`config.mk`:
```
export PLATFORM = sky130hd
export DESIGN_NAME = video
export DESIGN_NICKNAME = d
export VERILOG_FILES = /design/src/source/host_pkg.sv /design/src/source/video_pkg.sv /design/src/source/video.sv /design/src/source/video_bck.sv /design/src/source/video_colmix.sv /design/src/source/video_ram.sv /design/src/source/video_timing.sv /design/src/source/video_txt.sv
export SDC_FILE = /design/constraint.sdc
export NUM_CORES = 1
export LEC_CHECK = 0
export BUFFER_PORTS_ARGS = -buffer_cell sky130_fd_sc_hd__buf_2
export CORE_AREA = 2 2 397 301
export CTS_CLUSTER_SIZE = 16
export DETAILED_ROUTE_END_ITERATION = 6
export DIE_AREA = 0 0 399 303
export PLACE_DENSITY_LB_ADDON = 0.3
export SETUP_SLACK_MARGIN = 0.4
export SLEW_MARGIN = 10
export SYNTH_ARGS = -nofsm -noshare
export SYNTH_HDL_FRONTEND = slang
export SYNTH_SLANG_ARGS = --single-unit
```
`constraint.sdc`:
```
create_clock -name clk -period 3.9 [get_ports clk]
set_input_delay 0 -clock clk [delete_from_list [all_inputs] [get_ports clk]]
set_output_delay 0 -clock clk [all_outputs]
set_load 0.05 [all_outputs]
```
`src/source/host_pkg.sv`:
```
`default_nettype none

package host_pkg;

// CPU address map
localparam logic [7:0] TXT_BASE = 8'h00;
localparam logic [7:0] BCK_BASE = 8'h10;
localparam int         MAP_LEN  = 8;              // Entries per range
localparam int         MAP_AW   = $clog2(MAP_LEN);

typedef struct packed {
    logic [7:0] addr;
    logic [7:0] data;
    logic       we;
} cpu_wr_t;

// PROM loader, one enable per table
typedef struct packed {
    logic [7:0] addr;
    logic [7:0] data;
    logic       glyph_we;
    logic       pal_we;
} prom_wr_t;

endpackage

`default_nettype wire

```
`src/source/video_pkg.sv`:
```
`default_nettype none

package video_pkg;

// Raster geometry, cut down for short runs
localparam int H_TOTAL  = 48;
localparam int H_ACTIVE = 32;
localparam int V_TOTAL  = 24;
localparam int V_ACTIVE = 16;
localparam int H_W      = $clog2(H_TOTAL);
localparam int V_W      = $clog2(V_TOTAL);

// Screen in 8x8 tiles
localparam int TILE_COLS  = 4;
localparam int TILE_ROWS  = 2;
localparam int TILE_CNT   = TILE_COLS * TILE_ROWS;
localparam int TILE_SZ_W  = 3;                    // log2 of tile size
localparam int TILE_COL_W = $clog2(TILE_COLS);
localparam int TILE_ROW_W = $clog2(TILE_ROWS);
localparam int TILE_IDX_W = TILE_COL_W + TILE_ROW_W;

localparam int GLYPH_DEPTH = 128;                 // 16 glyphs of 8 rows
localparam int PAL_DEPTH   = 32;
localparam int PAL_AW      = $clog2(PAL_DEPTH);
localparam int PIX_LAG     = 2;                   // Ticks from hv_t to layer pixel

typedef struct packed {
    logic [H_W-1:0] h;
    logic [V_W-1:0] v;
    logic           hb;
    logic           vb;
} hv_t;

typedef struct packed {
    logic [3:0] code;    // Glyph number
    logic [3:0] color;   // Palette group
} txt_tile_t;

typedef struct packed {
    logic [3:0] color;
} bck_cell_t;

// One layer's pixel, blanking flags travel along with it
typedef struct packed {
    logic [3:0] color;
    logic       valid;
    logic       hb;
    logic       vb;
} layer_pix_t;

typedef struct packed {
    logic [2:0] red;
    logic [2:0] green;
    logic [2:0] blue;    // LSB stays zero
} rgb_t;

endpackage

`default_nettype wire

```
`src/source/video.sv`:
```
`timescale 1ns/1ns
`default_nettype none

module video import video_pkg::*, host_pkg::*; (
    input  logic     clk,
    input  logic     rst,
    input  logic     pxl_cen,
    input  cpu_wr_t  cpu,       // Tile and cell writes
    input  prom_wr_t prom,      // Glyph and palette loading
    output rgb_t     rgb,
    output logic     HB,        // Horizontal blanking
    output logic     VB         // Vertical blanking
);

hv_t        hv;
layer_pix_t txt_pix;
layer_pix_t bck_pix;

video_timing u_timing (
    .clk        ( clk       ),
    .rst        ( rst       ),
    .pxl_cen    ( pxl_cen   ),
    .hv         ( hv        )
);

video_txt u_txt (
    .clk        ( clk       ),
    .rst        ( rst       ),
    .pxl_cen    ( pxl_cen   ),
    .cpu        ( cpu       ),
    .prom       ( prom      ),
    .hv         ( hv        ),
    .pix        ( txt_pix   )
);

video_bck u_bck (
    .clk        ( clk       ),
    .rst        ( rst       ),
    .pxl_cen    ( pxl_cen   ),
    .cpu        ( cpu       ),
    .hv         ( hv        ),
    .pix        ( bck_pix   )
);

// Three ticks from counters to rgb
video_colmix u_colmix (
    .clk        ( clk       ),
    .rst        ( rst       ),
    .pxl_cen    ( pxl_cen   ),
    .prom       ( prom      ),
    .txt        ( txt_pix   ),
    .bck        ( bck_pix   ),
    .rgb        ( rgb       ),
    .hb         ( HB        ),
    .vb         ( VB        )
);

endmodule

`default_nettype wire

```
`src/source/video_bck.sv`:
```
`timescale 1ns/1ns
`default_nettype none

module video_bck import video_pkg::*, host_pkg::*; (
    input  logic       clk,
    input  logic       rst,
    input  logic       pxl_cen,
    input  cpu_wr_t    cpu,
    input  hv_t        hv,
    output layer_pix_t pix
);

logic [TILE_IDX_W-1:0] cell_idx;
logic                  cell_we;
bck_cell_t             cell_q;       // Stage 1
logic [3:0]            color_s2;     // Held one tick to match the text lag
logic [PIX_LAG-1:0]    hb_d;
logic [PIX_LAG-1:0]    vb_d;

assign cell_we  = cpu.we && cpu.addr[7:MAP_AW] == BCK_BASE[7:MAP_AW];
assign cell_idx = {hv.v[TILE_SZ_W +: TILE_ROW_W], hv.h[TILE_SZ_W +: TILE_COL_W]};

// Colour cells, one per tile position
video_ram #(
    .elem_t ( bck_cell_t ),
    .DEPTH  ( TILE_CNT   )
) u_cells (
    .clk    ( clk                       ),
    .we     ( cell_we                   ),
    .waddr  ( cpu.addr[MAP_AW-1:0]      ),
    .wdata  ( bck_cell_t'(cpu.data[3:0]) ),
    .ren    ( pxl_cen                   ),
    .raddr  ( cell_idx                  ),
    .rdata  ( cell_q                    )
);

always_ff @(posedge clk) begin
    if (pxl_cen) begin
        color_s2 <= cell_q.color;
    end
end

always_ff @(posedge clk) begin
    if (rst) begin
        hb_d <= '0;
        vb_d <= '0;
    end else if (pxl_cen) begin
        hb_d <= PIX_LAG'({hb_d, hv.hb});
        vb_d <= PIX_LAG'({vb_d, hv.vb});
    end
end

always_comb begin
    pix.color = color_s2;
    pix.valid = ~(hb_d[PIX_LAG-1] | vb_d[PIX_LAG-1]);   // Solid layer
    pix.hb    = hb_d[PIX_LAG-1];
    pix.vb    = vb_d[PIX_LAG-1];
end

endmodule

`default_nettype wire

```
`src/source/video_colmix.sv`:
```
`timescale 1ns/1ns
`default_nettype none

module video_colmix import video_pkg::*, host_pkg::*; (
    input  logic       clk,
    input  logic       rst,
    input  logic       pxl_cen,
    input  prom_wr_t   prom,
    input  layer_pix_t txt,
    input  layer_pix_t bck,
    output rgb_t       rgb,
    output logic       hb,
    output logic       vb
);

logic [PAL_AW-1:0] pal_addr;
logic [7:0]        pal_q;
logic [PIX_LAG:0]  fill;         // Pipeline filled since reset
logic              show;

// Text wins over background, text colours live in the upper half
assign pal_addr = txt.valid ? {1'b1, txt.color} : {1'b0, bck.color};

video_ram #(
    .elem_t ( logic [7:0] ),
    .DEPTH  ( PAL_DEPTH   )
) u_pal (
    .clk    ( clk                    ),
    .we     ( prom.pal_we            ),
    .waddr  ( prom.addr[PAL_AW-1:0]  ),
    .wdata  ( prom.data              ),
    .ren    ( pxl_cen                ),
    .raddr  ( pal_addr               ),
    .rdata  ( pal_q                  )
);

// Flags delayed together with the palette read
always_ff @(posedge clk) begin
    if (rst) begin
        hb   <= 1'b0;
        vb   <= 1'b0;
        fill <= '0;
    end else if (pxl_cen) begin
        hb   <= txt.hb;
        vb   <= txt.vb;
        fill <= (PIX_LAG + 1)'({fill, 1'b1});
    end
end

assign show = fill[PIX_LAG] & ~hb & ~vb;

always_comb begin
    rgb = '0;
    if (show) begin
        rgb.red   = pal_q[7:5];
        rgb.green = pal_q[4:2];
        rgb.blue  = {pal_q[1:0], 1'b0};   // 2-bit blue in the PROM
    end
end

endmodule

`default_nettype wire

```
`src/source/video_ram.sv`:
```
`timescale 1ns/1ns
`default_nettype none

module video_ram #(
    parameter type elem_t = logic [7:0],
    parameter int  DEPTH  = 8
) (
    input  logic                     clk,
    input  logic                     we,
    input  logic [$clog2(DEPTH)-1:0] waddr,
    input  elem_t                    wdata,
    input  logic                     ren,
    input  logic [$clog2(DEPTH)-1:0] raddr,
    output elem_t                    rdata
);

elem_t mem [DEPTH];

always_ff @(posedge clk) begin
    if (we) begin
        mem[waddr] <= wdata;
    end
end

// Read port, old data on a same-address write
always_ff @(posedge clk) begin
    if (ren) begin
        rdata <= mem[raddr];
    end
end

endmodule

`default_nettype wire

```
`src/source/video_timing.sv`:
```
`timescale 1ns/1ns
`default_nettype none

module video_timing import video_pkg::*; (
    input  logic clk,
    input  logic rst,
    input  logic pxl_cen,
    output hv_t  hv
);

logic [H_W-1:0] h_nxt;
logic [V_W-1:0] v_nxt;
logic           h_wrap;
logic           v_wrap;

assign h_wrap = hv.h == H_W'(H_TOTAL - 1);
assign v_wrap = hv.v == V_W'(V_TOTAL - 1);

always_comb begin
    h_nxt = hv.h + 1'b1;
    v_nxt = hv.v;
    if (h_wrap) begin
        h_nxt = '0;
        // Line done, step the frame counter
        v_nxt = v_wrap ? '0 : hv.v + 1'b1;
    end
end

always_ff @(posedge clk) begin
    if (rst) begin
        hv.h <= '0;
        hv.v <= '0;
    end else if (pxl_cen) begin
        hv.h <= h_nxt;
        hv.v <= v_nxt;
    end
end

// Flags taken from the next count so they line up with the counters
always_ff @(posedge clk) begin
    if (rst) begin
        hv.hb <= 1'b0;
        hv.vb <= 1'b0;
    end else if (pxl_cen) begin
        hv.hb <= h_nxt >= H_W'(H_ACTIVE);
        hv.vb <= v_nxt >= V_W'(V_ACTIVE);
    end
end

endmodule

`default_nettype wire

```
`src/source/video_txt.sv`:
```
`timescale 1ns/1ns
`default_nettype none

module video_txt import video_pkg::*, host_pkg::*; (
    input  logic       clk,
    input  logic       rst,
    input  logic       pxl_cen,
    input  cpu_wr_t    cpu,
    input  prom_wr_t   prom,
    input  hv_t        hv,
    output layer_pix_t pix
);

logic [TILE_IDX_W-1:0] tile_idx;
logic                  map_we;
txt_tile_t             tile_q;       // Stage 1
logic [TILE_SZ_W-1:0]  row_s1;
logic [TILE_SZ_W-1:0]  col_s1;
logic [7:0]            glyph_q;      // Stage 2
logic [TILE_SZ_W-1:0]  col_s2;
logic [3:0]            color_s2;
logic [PIX_LAG-1:0]    hb_d;
logic [PIX_LAG-1:0]    vb_d;
logic                  blank;

assign map_we   = cpu.we && cpu.addr[7:MAP_AW] == TXT_BASE[7:MAP_AW];
// Row major, index = row * TILE_COLS + column
assign tile_idx = {hv.v[TILE_SZ_W +: TILE_ROW_W], hv.h[TILE_SZ_W +: TILE_COL_W]};

video_ram #(
    .elem_t ( txt_tile_t ),
    .DEPTH  ( TILE_CNT   )
) u_map (
    .clk    ( clk                   ),
    .we     ( map_we                ),
    .waddr  ( cpu.addr[MAP_AW-1:0]  ),
    .wdata  ( txt_tile_t'(cpu.data) ),
    .ren    ( pxl_cen               ),
    .raddr  ( tile_idx              ),
    .rdata  ( tile_q                )
);

// Character generator, addressed by code * 8 + row
video_ram #(
    .elem_t ( logic [7:0] ),
    .DEPTH  ( GLYPH_DEPTH )
) u_glyph (
    .clk    ( clk                  ),
    .we     ( prom.glyph_we        ),
    .waddr  ( prom.addr[6:0]       ),
    .wdata  ( prom.data            ),
    .ren    ( pxl_cen              ),
    .raddr  ( {tile_q.code, row_s1} ),
    .rdata  ( glyph_q              )
);

always_ff @(posedge clk) begin
    if (pxl_cen) begin
        row_s1   <= hv.v[TILE_SZ_W-1:0];
        col_s1   <= hv.h[TILE_SZ_W-1:0];
        col_s2   <= col_s1;
        color_s2 <= tile_q.color;
    end
end

always_ff @(posedge clk) begin
    if (rst) begin
        hb_d <= '0;
        vb_d <= '0;
    end else if (pxl_cen) begin
        hb_d <= PIX_LAG'({hb_d, hv.hb});
        vb_d <= PIX_LAG'({vb_d, hv.vb});
    end
end

assign blank = hb_d[PIX_LAG-1] | vb_d[PIX_LAG-1];

always_comb begin
    pix.color = color_s2;
    pix.valid = glyph_q[3'd7 - col_s2] & ~blank;   // Bit 7 is the leftmost pixel
    pix.hb    = hb_d[PIX_LAG-1];
    pix.vb    = vb_d[PIX_LAG-1];
end

endmodule

`default_nettype wire

```
# After elaboration in Yosys (flattened, before gate mapping)
# Memory sizes are Yosys's and may differ from the RTL's. A register that Yosys moved wholly into a read port is not among the register bits.
# Cells that the tools add are included.
# classes
n_addsub	3
n_lt_le_gt_ge	3
n_eq_ne	3
mux	15
bitwise	7
n_reduce_logical	3
# ops
operator	n
$mux W5	3
$mux W1	9
$mux W9	1
$add A6 B1 Y6 const B	1
$eq A6 B6 Y1 const B	1
$ge A6 B6 Y1 const B	1
$mux W6	1
$add A5 B1 Y5 const B	1
$eq A5 B2 Y1 const B	1
$eq A5 B5 Y1 const B	1
$ge A5 B5 Y1 const B	1
$logic_not A5 Y1	1
$lt A3 B4 Y1 const B	1
$and A1 B1 Y1	3
$bmux W1 S3	1
$not A1 Y1	3
$sub A3 B3 Y3 const A	1
$logic_and A1 B1 Y1	2
$or A1 B1 Y1	1
# word_totals
reg_bits	39
ramBits	1376
inputBits	38
out_inout_bits	11
word_cells	52
n_memories	4
# mem_list
memory	depth	width	rd	rd_ports_with_merged_regs	write_ports	line_no	rtl
u_txt.u_glyph.mem	128	8	1	1	1	video_ram.sv:17	elem_t mem [DEPTH];
u_colmix.u_pal.mem	32	8	1	1	1	video_ram.sv:17	
u_txt.u_map.mem	8	8	1	1	1	video_ram.sv:17	
u_bck.u_cells.mem	8	4	1	1	1	video_ram.sv:17	

# Logic depth before layout (Yosys ltp)
# logic_depth
depth_word	5
ltp_mapped	10
ltp_nobuf	7

# Modules after synthesis
# Synthesis repeated with hierarchy kept, for this count alone.
# hier_totals
cells_unflattened	2387
area_unflattened_um2	55883.6
# by_module_without_submodules
module	instances	cells_each	area_per_inst_um2	seq_area_each_um2
video_ram at u_txt.u_glyph	1	1635	39745.6	30989.7
video_ram at u_colmix.u_pal	1	417	10133.5	7927.6
video_ram at u_txt.u_map	1	114	2771.4	2162.1
video_ram at u_bck.u_cells	1	63	1410.1	1081.0
video_txt	1	38	634.4	470.5
video_timing	1	67	600.6	240.2
video_bck	1	22	295.3	200.2
video_colmix	1	31	292.8	100.1

# Worst setup path after synthesis
# No wires, ideal clock.
# synth_timing
path_type	register to register
start	register u_txt.row_s1[0]
end	register u_txt.u_glyph.rdata[0] (netlist name) (read register of u_txt.u_glyph.mem) (data pin)
setup_ns	0.260
t_arrival_ns	2.684
required_ns	3.640
path_slack_ns	0.956
path_stages_with_launch	7
path_buffers	2
synth_period_minus_slack_ns	2.944
cell_sequence	edfxtp_1 -> clkbuf_1 -> buf_1 -> mux4_2 -> mux4_2 -> mux4_2 -> mux2_2
# synth_rtl
element	line_no	rtl
start: declaration	video_txt.sv:17	logic [TILE_SZ_W-1:0] row_s1;
start signal: assignment	video_txt.sv:59	row_s1 <= hv.v[TILE_SZ_W-1:0];
end: declaration	video_ram.sv:14	output elem_t rdata

# Worst setup path in the final report
# layout_timing
start	register u_txt.col_s2[0]
end	register u_colmix.u_pal.rdata[4] (netlist name) (read register of u_colmix.u_pal.mem) (data pin)
# layout_via
elab_chain_cells	5
# layout_lines
element	line_no	rtl
start: declaration	video_txt.sv:20	logic [TILE_SZ_W-1:0] col_s2;
start signal: assignment	video_txt.sv:61	col_s2 <= col_s1;
$sub A3 B3 Y3	video_txt.sv:80	pix.valid = glyph_q[3'd7 - col_s2] & ~blank;
$bmux W1 S3	video_txt.sv:80	
$mux W1 (not written as such)	video_txt.sv:80	
$and A1 B1 Y1	video_txt.sv:80	
$mux W5	video_colmix.sv:22	assign pal_addr = txt.valid ? {1'b1, txt.color} : {1'b0, bck.color};
end: declaration	video_ram.sv:14	
# No other way between the ends. The select of a mux whose other input is x is not followed.
# A chain may end at the register's enable or synchronous reset.

==> metrics.txt <==
status finished with violations; failing checks DRC; Longest Clk Path Bufs 3; Period minus WS final 3.423 ns; drt initial violations 3946; via count 29230; leading area contributor after synthesis edfxtp_1; grt total ovfl 0; max_slew headroom 17.46%; worst vdd ir 0.0004807 V; Post-Syn Nets 2867; worst path arrival time 3.91 ns; top cells by area, synth edfxtp_1, mux4_2, nor2_1; Worst-path clk slew 0.06 ns; drt drc 4; Worst path max stage delay 0.55 ns; placer congestion estimate 0.9403; core area 0.1170 mm2; area share of the largest cell type after synthesis 74.84%; Post-synth EDFFs 1421; Layout Skew 0.02800 ns; synthesized area per cell 20.17 um2; Post-Synthesis Cell Area 0.05702 mm2; # H-tree levels 4; remaining antenna violation count 0; fmax 0.2921 GHz; critical path cell sequence or2_2, o221ai_4, buf_4, o21ai_2, nand2_2, mux2_2, a2111oi_2, buf_4, a31oi_1; CP Max Fanout 23; pins over their slew limit 0; I/O Buffers 46; CTS buffer count 136; fin area 0.06453 mm2; layout cell share with drive strength beyond 1 25.53%; Slew @ Worst Pin 1.229 ns; endpoint class of the critical path flop; fraction of registers with async set/reset 0%; Placed Area 0.06002 mm2; Reg2Reg Setup Slack 0.48 ns; die height 303 um; routed wire length 133100 um; Mapped Cells 2827; initial antenna violation count 6; Vias/cell 6.234; Cell variety after synth 57; Area Overhead vs Synth 13.18%; Hold Violations, Final 0; final worst-path cycle share 87.77%; leakage power 19.96 nW; Root Buffer clkbuf_16; Critical Path Slowest Stage Cell a2111oi_2; dpl cells 4423; # nets final 3074; ys flop type edfxtp_1; largest net degree at the start of global routing 161; Routed wire per std cell 28.39 um; Synth warnings 0; WP data required 4.38 ns; max-cap violations 0; Hold Path Class input pin to flop; GRT Util Overall 22.21%; DPL Wire Length 83280 um; TritonCTS clock tree done; final setup violation count 0; Num Clock Sinks 1441; die span in x 399 um; Initial Utilization 48.73%; Post-Layout Cell Count 4689; sequential fraction of the synthesis area 75.54%; first-pass GRT wire length 194600 um; # fillers 8702; drt pass-1 iters 7; io pins 49; pwr dens 486.2 mW/mm2; final setup TNS 0 ns; Cell Rows 109; die area 0.1209 mm2; Critical Path Source Type flop; #FFs+latches synth 1441; RSZ-0062 raised after global routing true; insertion delay to the later sink of the worst-skew pair 0.76 ns; most used cell, CP buf_4; vias in the first global route 28480; WS Path Type flop to flop
## where the power goes
| part | switching (W) | internal [W] |
|---|---|---|
| logic | 0.00101 | 0.000542 |
| registers | 0.0000594 | 0.0171 |
| clock network | 0.00555 | 0.00709 |
| total | 0.00662 | 0.0248 |
## kinds of logic (layout without fill, tap and decap cells)
kind of cell	Yosys count	count (layout)	synth area share [%]
flops	1441	1441	75.54
other cells	1	2	0.006577
buf+inv	165	472	1.205
mux	448	448	15.85
simple gates	501	501	4.143
compound gates	261	261	3.085
fa+ha+maj	2	2	0.04388
xor+xnor	8	8	0.1229
## repair_timing
item / in CTS / in global routing
gates resized for setup: 6 / 7
pin swaps: 0 / 1
hold endpoints to repair: 784 / 0
hold buffers: 27 / 0
buffers inserted: 0 / 0
endpoints found under the setup margin: 4 / 4
cloned: 0 / 0
## registers in the layout, indices dropped and copies added (netlist names), 8 cells and up, named ones only
name,count
u_bck.u_cells.mem,32
u_txt.u_glyph.mem,1024
u_txt.u_map.rdata,8
u_timing.hv,8
u_colmix.u_pal.mem,256
u_txt.u_glyph.rdata,8
u_colmix.u_pal.rdata,8
u_txt.u_map.mem,64
## metal layers
layer	global-route usage, %	routed length (um)
met2	31.58	58980
met4	5.218	2425
met5	0	23
met1	34.37	57140
met3	6.058	14550
## cell usage in the layout, fill, tap and decap left out, types with 6 or more instances in the layout
master	count
a22oi_1	23
dfxtp_1	19
mux2i_1	57
clkinv_2	19
nor3_1	18
buf_2	38
mux4_2	361
and2_1	10
a31oi_1	9
o22a_1	16
o21ai_0	44
nor4_1	10
clkbuf_1	32
a311oi_1	17
o22ai_1	24
clkinv_1	26
buf_4	145
dlygate4sd3_1	27
a211oi_1	40
buf_12	19
o2111ai_1	8
nand4_1	6
clkbuf_16	141
mux2_2	30
a21oi_1	55
nand3_1	46
nand2b_1	89
bufinv_16	6
edfxtp_1	1421
nand2_1	93
nor2_1	197
nor2b_1	8
## per-stage QoR
step | worst slack [ns] | utilization, % | power, W | hold WS (ns)
finish | 0.4769 | 55.15 | 0.03138 | 0.05148
global route | 0.3584 | 55.15 | 0.03223 | 0.07594
CTS | 0.3651 | 55.13 | 0.03153 | 0.006032
detailed placement | 0.2464 | 51.29 | 0.01902 | 0.2785
global placement | 0.3137 | 51.29 | 0.01896 | 0.2665
floorplan | 0.9562 | - | 0.01826 | 0.09887
## cell type report
type | count | area (um2) | area share [%]
clock inverter | 62 | 510.5 | 0.7910
tap | 1554 | 1944 | 3.013
timing repair buffer | 233 | 1974 | 3.059
antenna | 1 | 2.502 | 0.003878
inverter | 1 | 3.754 | 0.005816
clock buffer | 176 | 3690 | 5.718
sequential | 1441 | 43070 | 66.74
multi-input combinational | 1221 | 13340 | 20.67
## cells in the mapped netlist, types with 2 or more instances
master / number
mux4_2: 361
o221ai_1: 6
a21oi_1: 55
a22oi_1: 23
or3_1: 2
o21ai_0: 44
dfxtp_1: 20
buf_2: 33
ha_1: 2
nand4_1: 6
mux2i_1: 57
nand2b_1: 90
a211oi_1: 40
buf_1: 29
xor2_1: 5
clkbuf_1: 96
a31oi_1: 9
and2_1: 10
buf_4: 5
nor4_1: 11
o22a_1: 16
and3_1: 2
nor2_1: 197
or3b_2: 2
nor3_1: 18
or2_2: 2
o22ai_1: 24
edfxtp_1: 1421
nand3_1: 46
mux2_2: 30
a21o_1: 2
nor2b_1: 9
xnor2_1: 3
o2111ai_1: 8
nand3b_1: 5
a2111oi_0: 6
nor3b_1: 3
nand2_1: 94
a311oi_1: 17
## final timing paths
path | startpoint | to | depth (start not counted)
max | u_txt.col_s2[0]$_DFFE_PP_ | u_colmix.u_pal.rdata[4]$_DFFE_PP_ | 9
min | prom[15] | u_txt.u_glyph.mem[112][5]$_DFFE_PP_ | 3
max reg2reg | u_txt.col_s2[0]$_DFFE_PP_ | u_colmix.u_pal.rdata[4]$_DFFE_PP_ | 9
min reg2reg | u_bck.u_cells.rdata[1]$_DFFE_PP_ | u_bck.color_s2[1]$_DFFE_PP_ | 0
## worst max-delay path: cells and delay by family, from the launching register on
family	cells	cell delay, ns
AND/OR/NAND/NOR	2	0.64
buffers and inverters	2	0.58
multiplexers	1	0.38
flip-flops	1	0.47
AO/OA/AOI/OAI	4	1.08
Power figures use the tool's default switching activity.
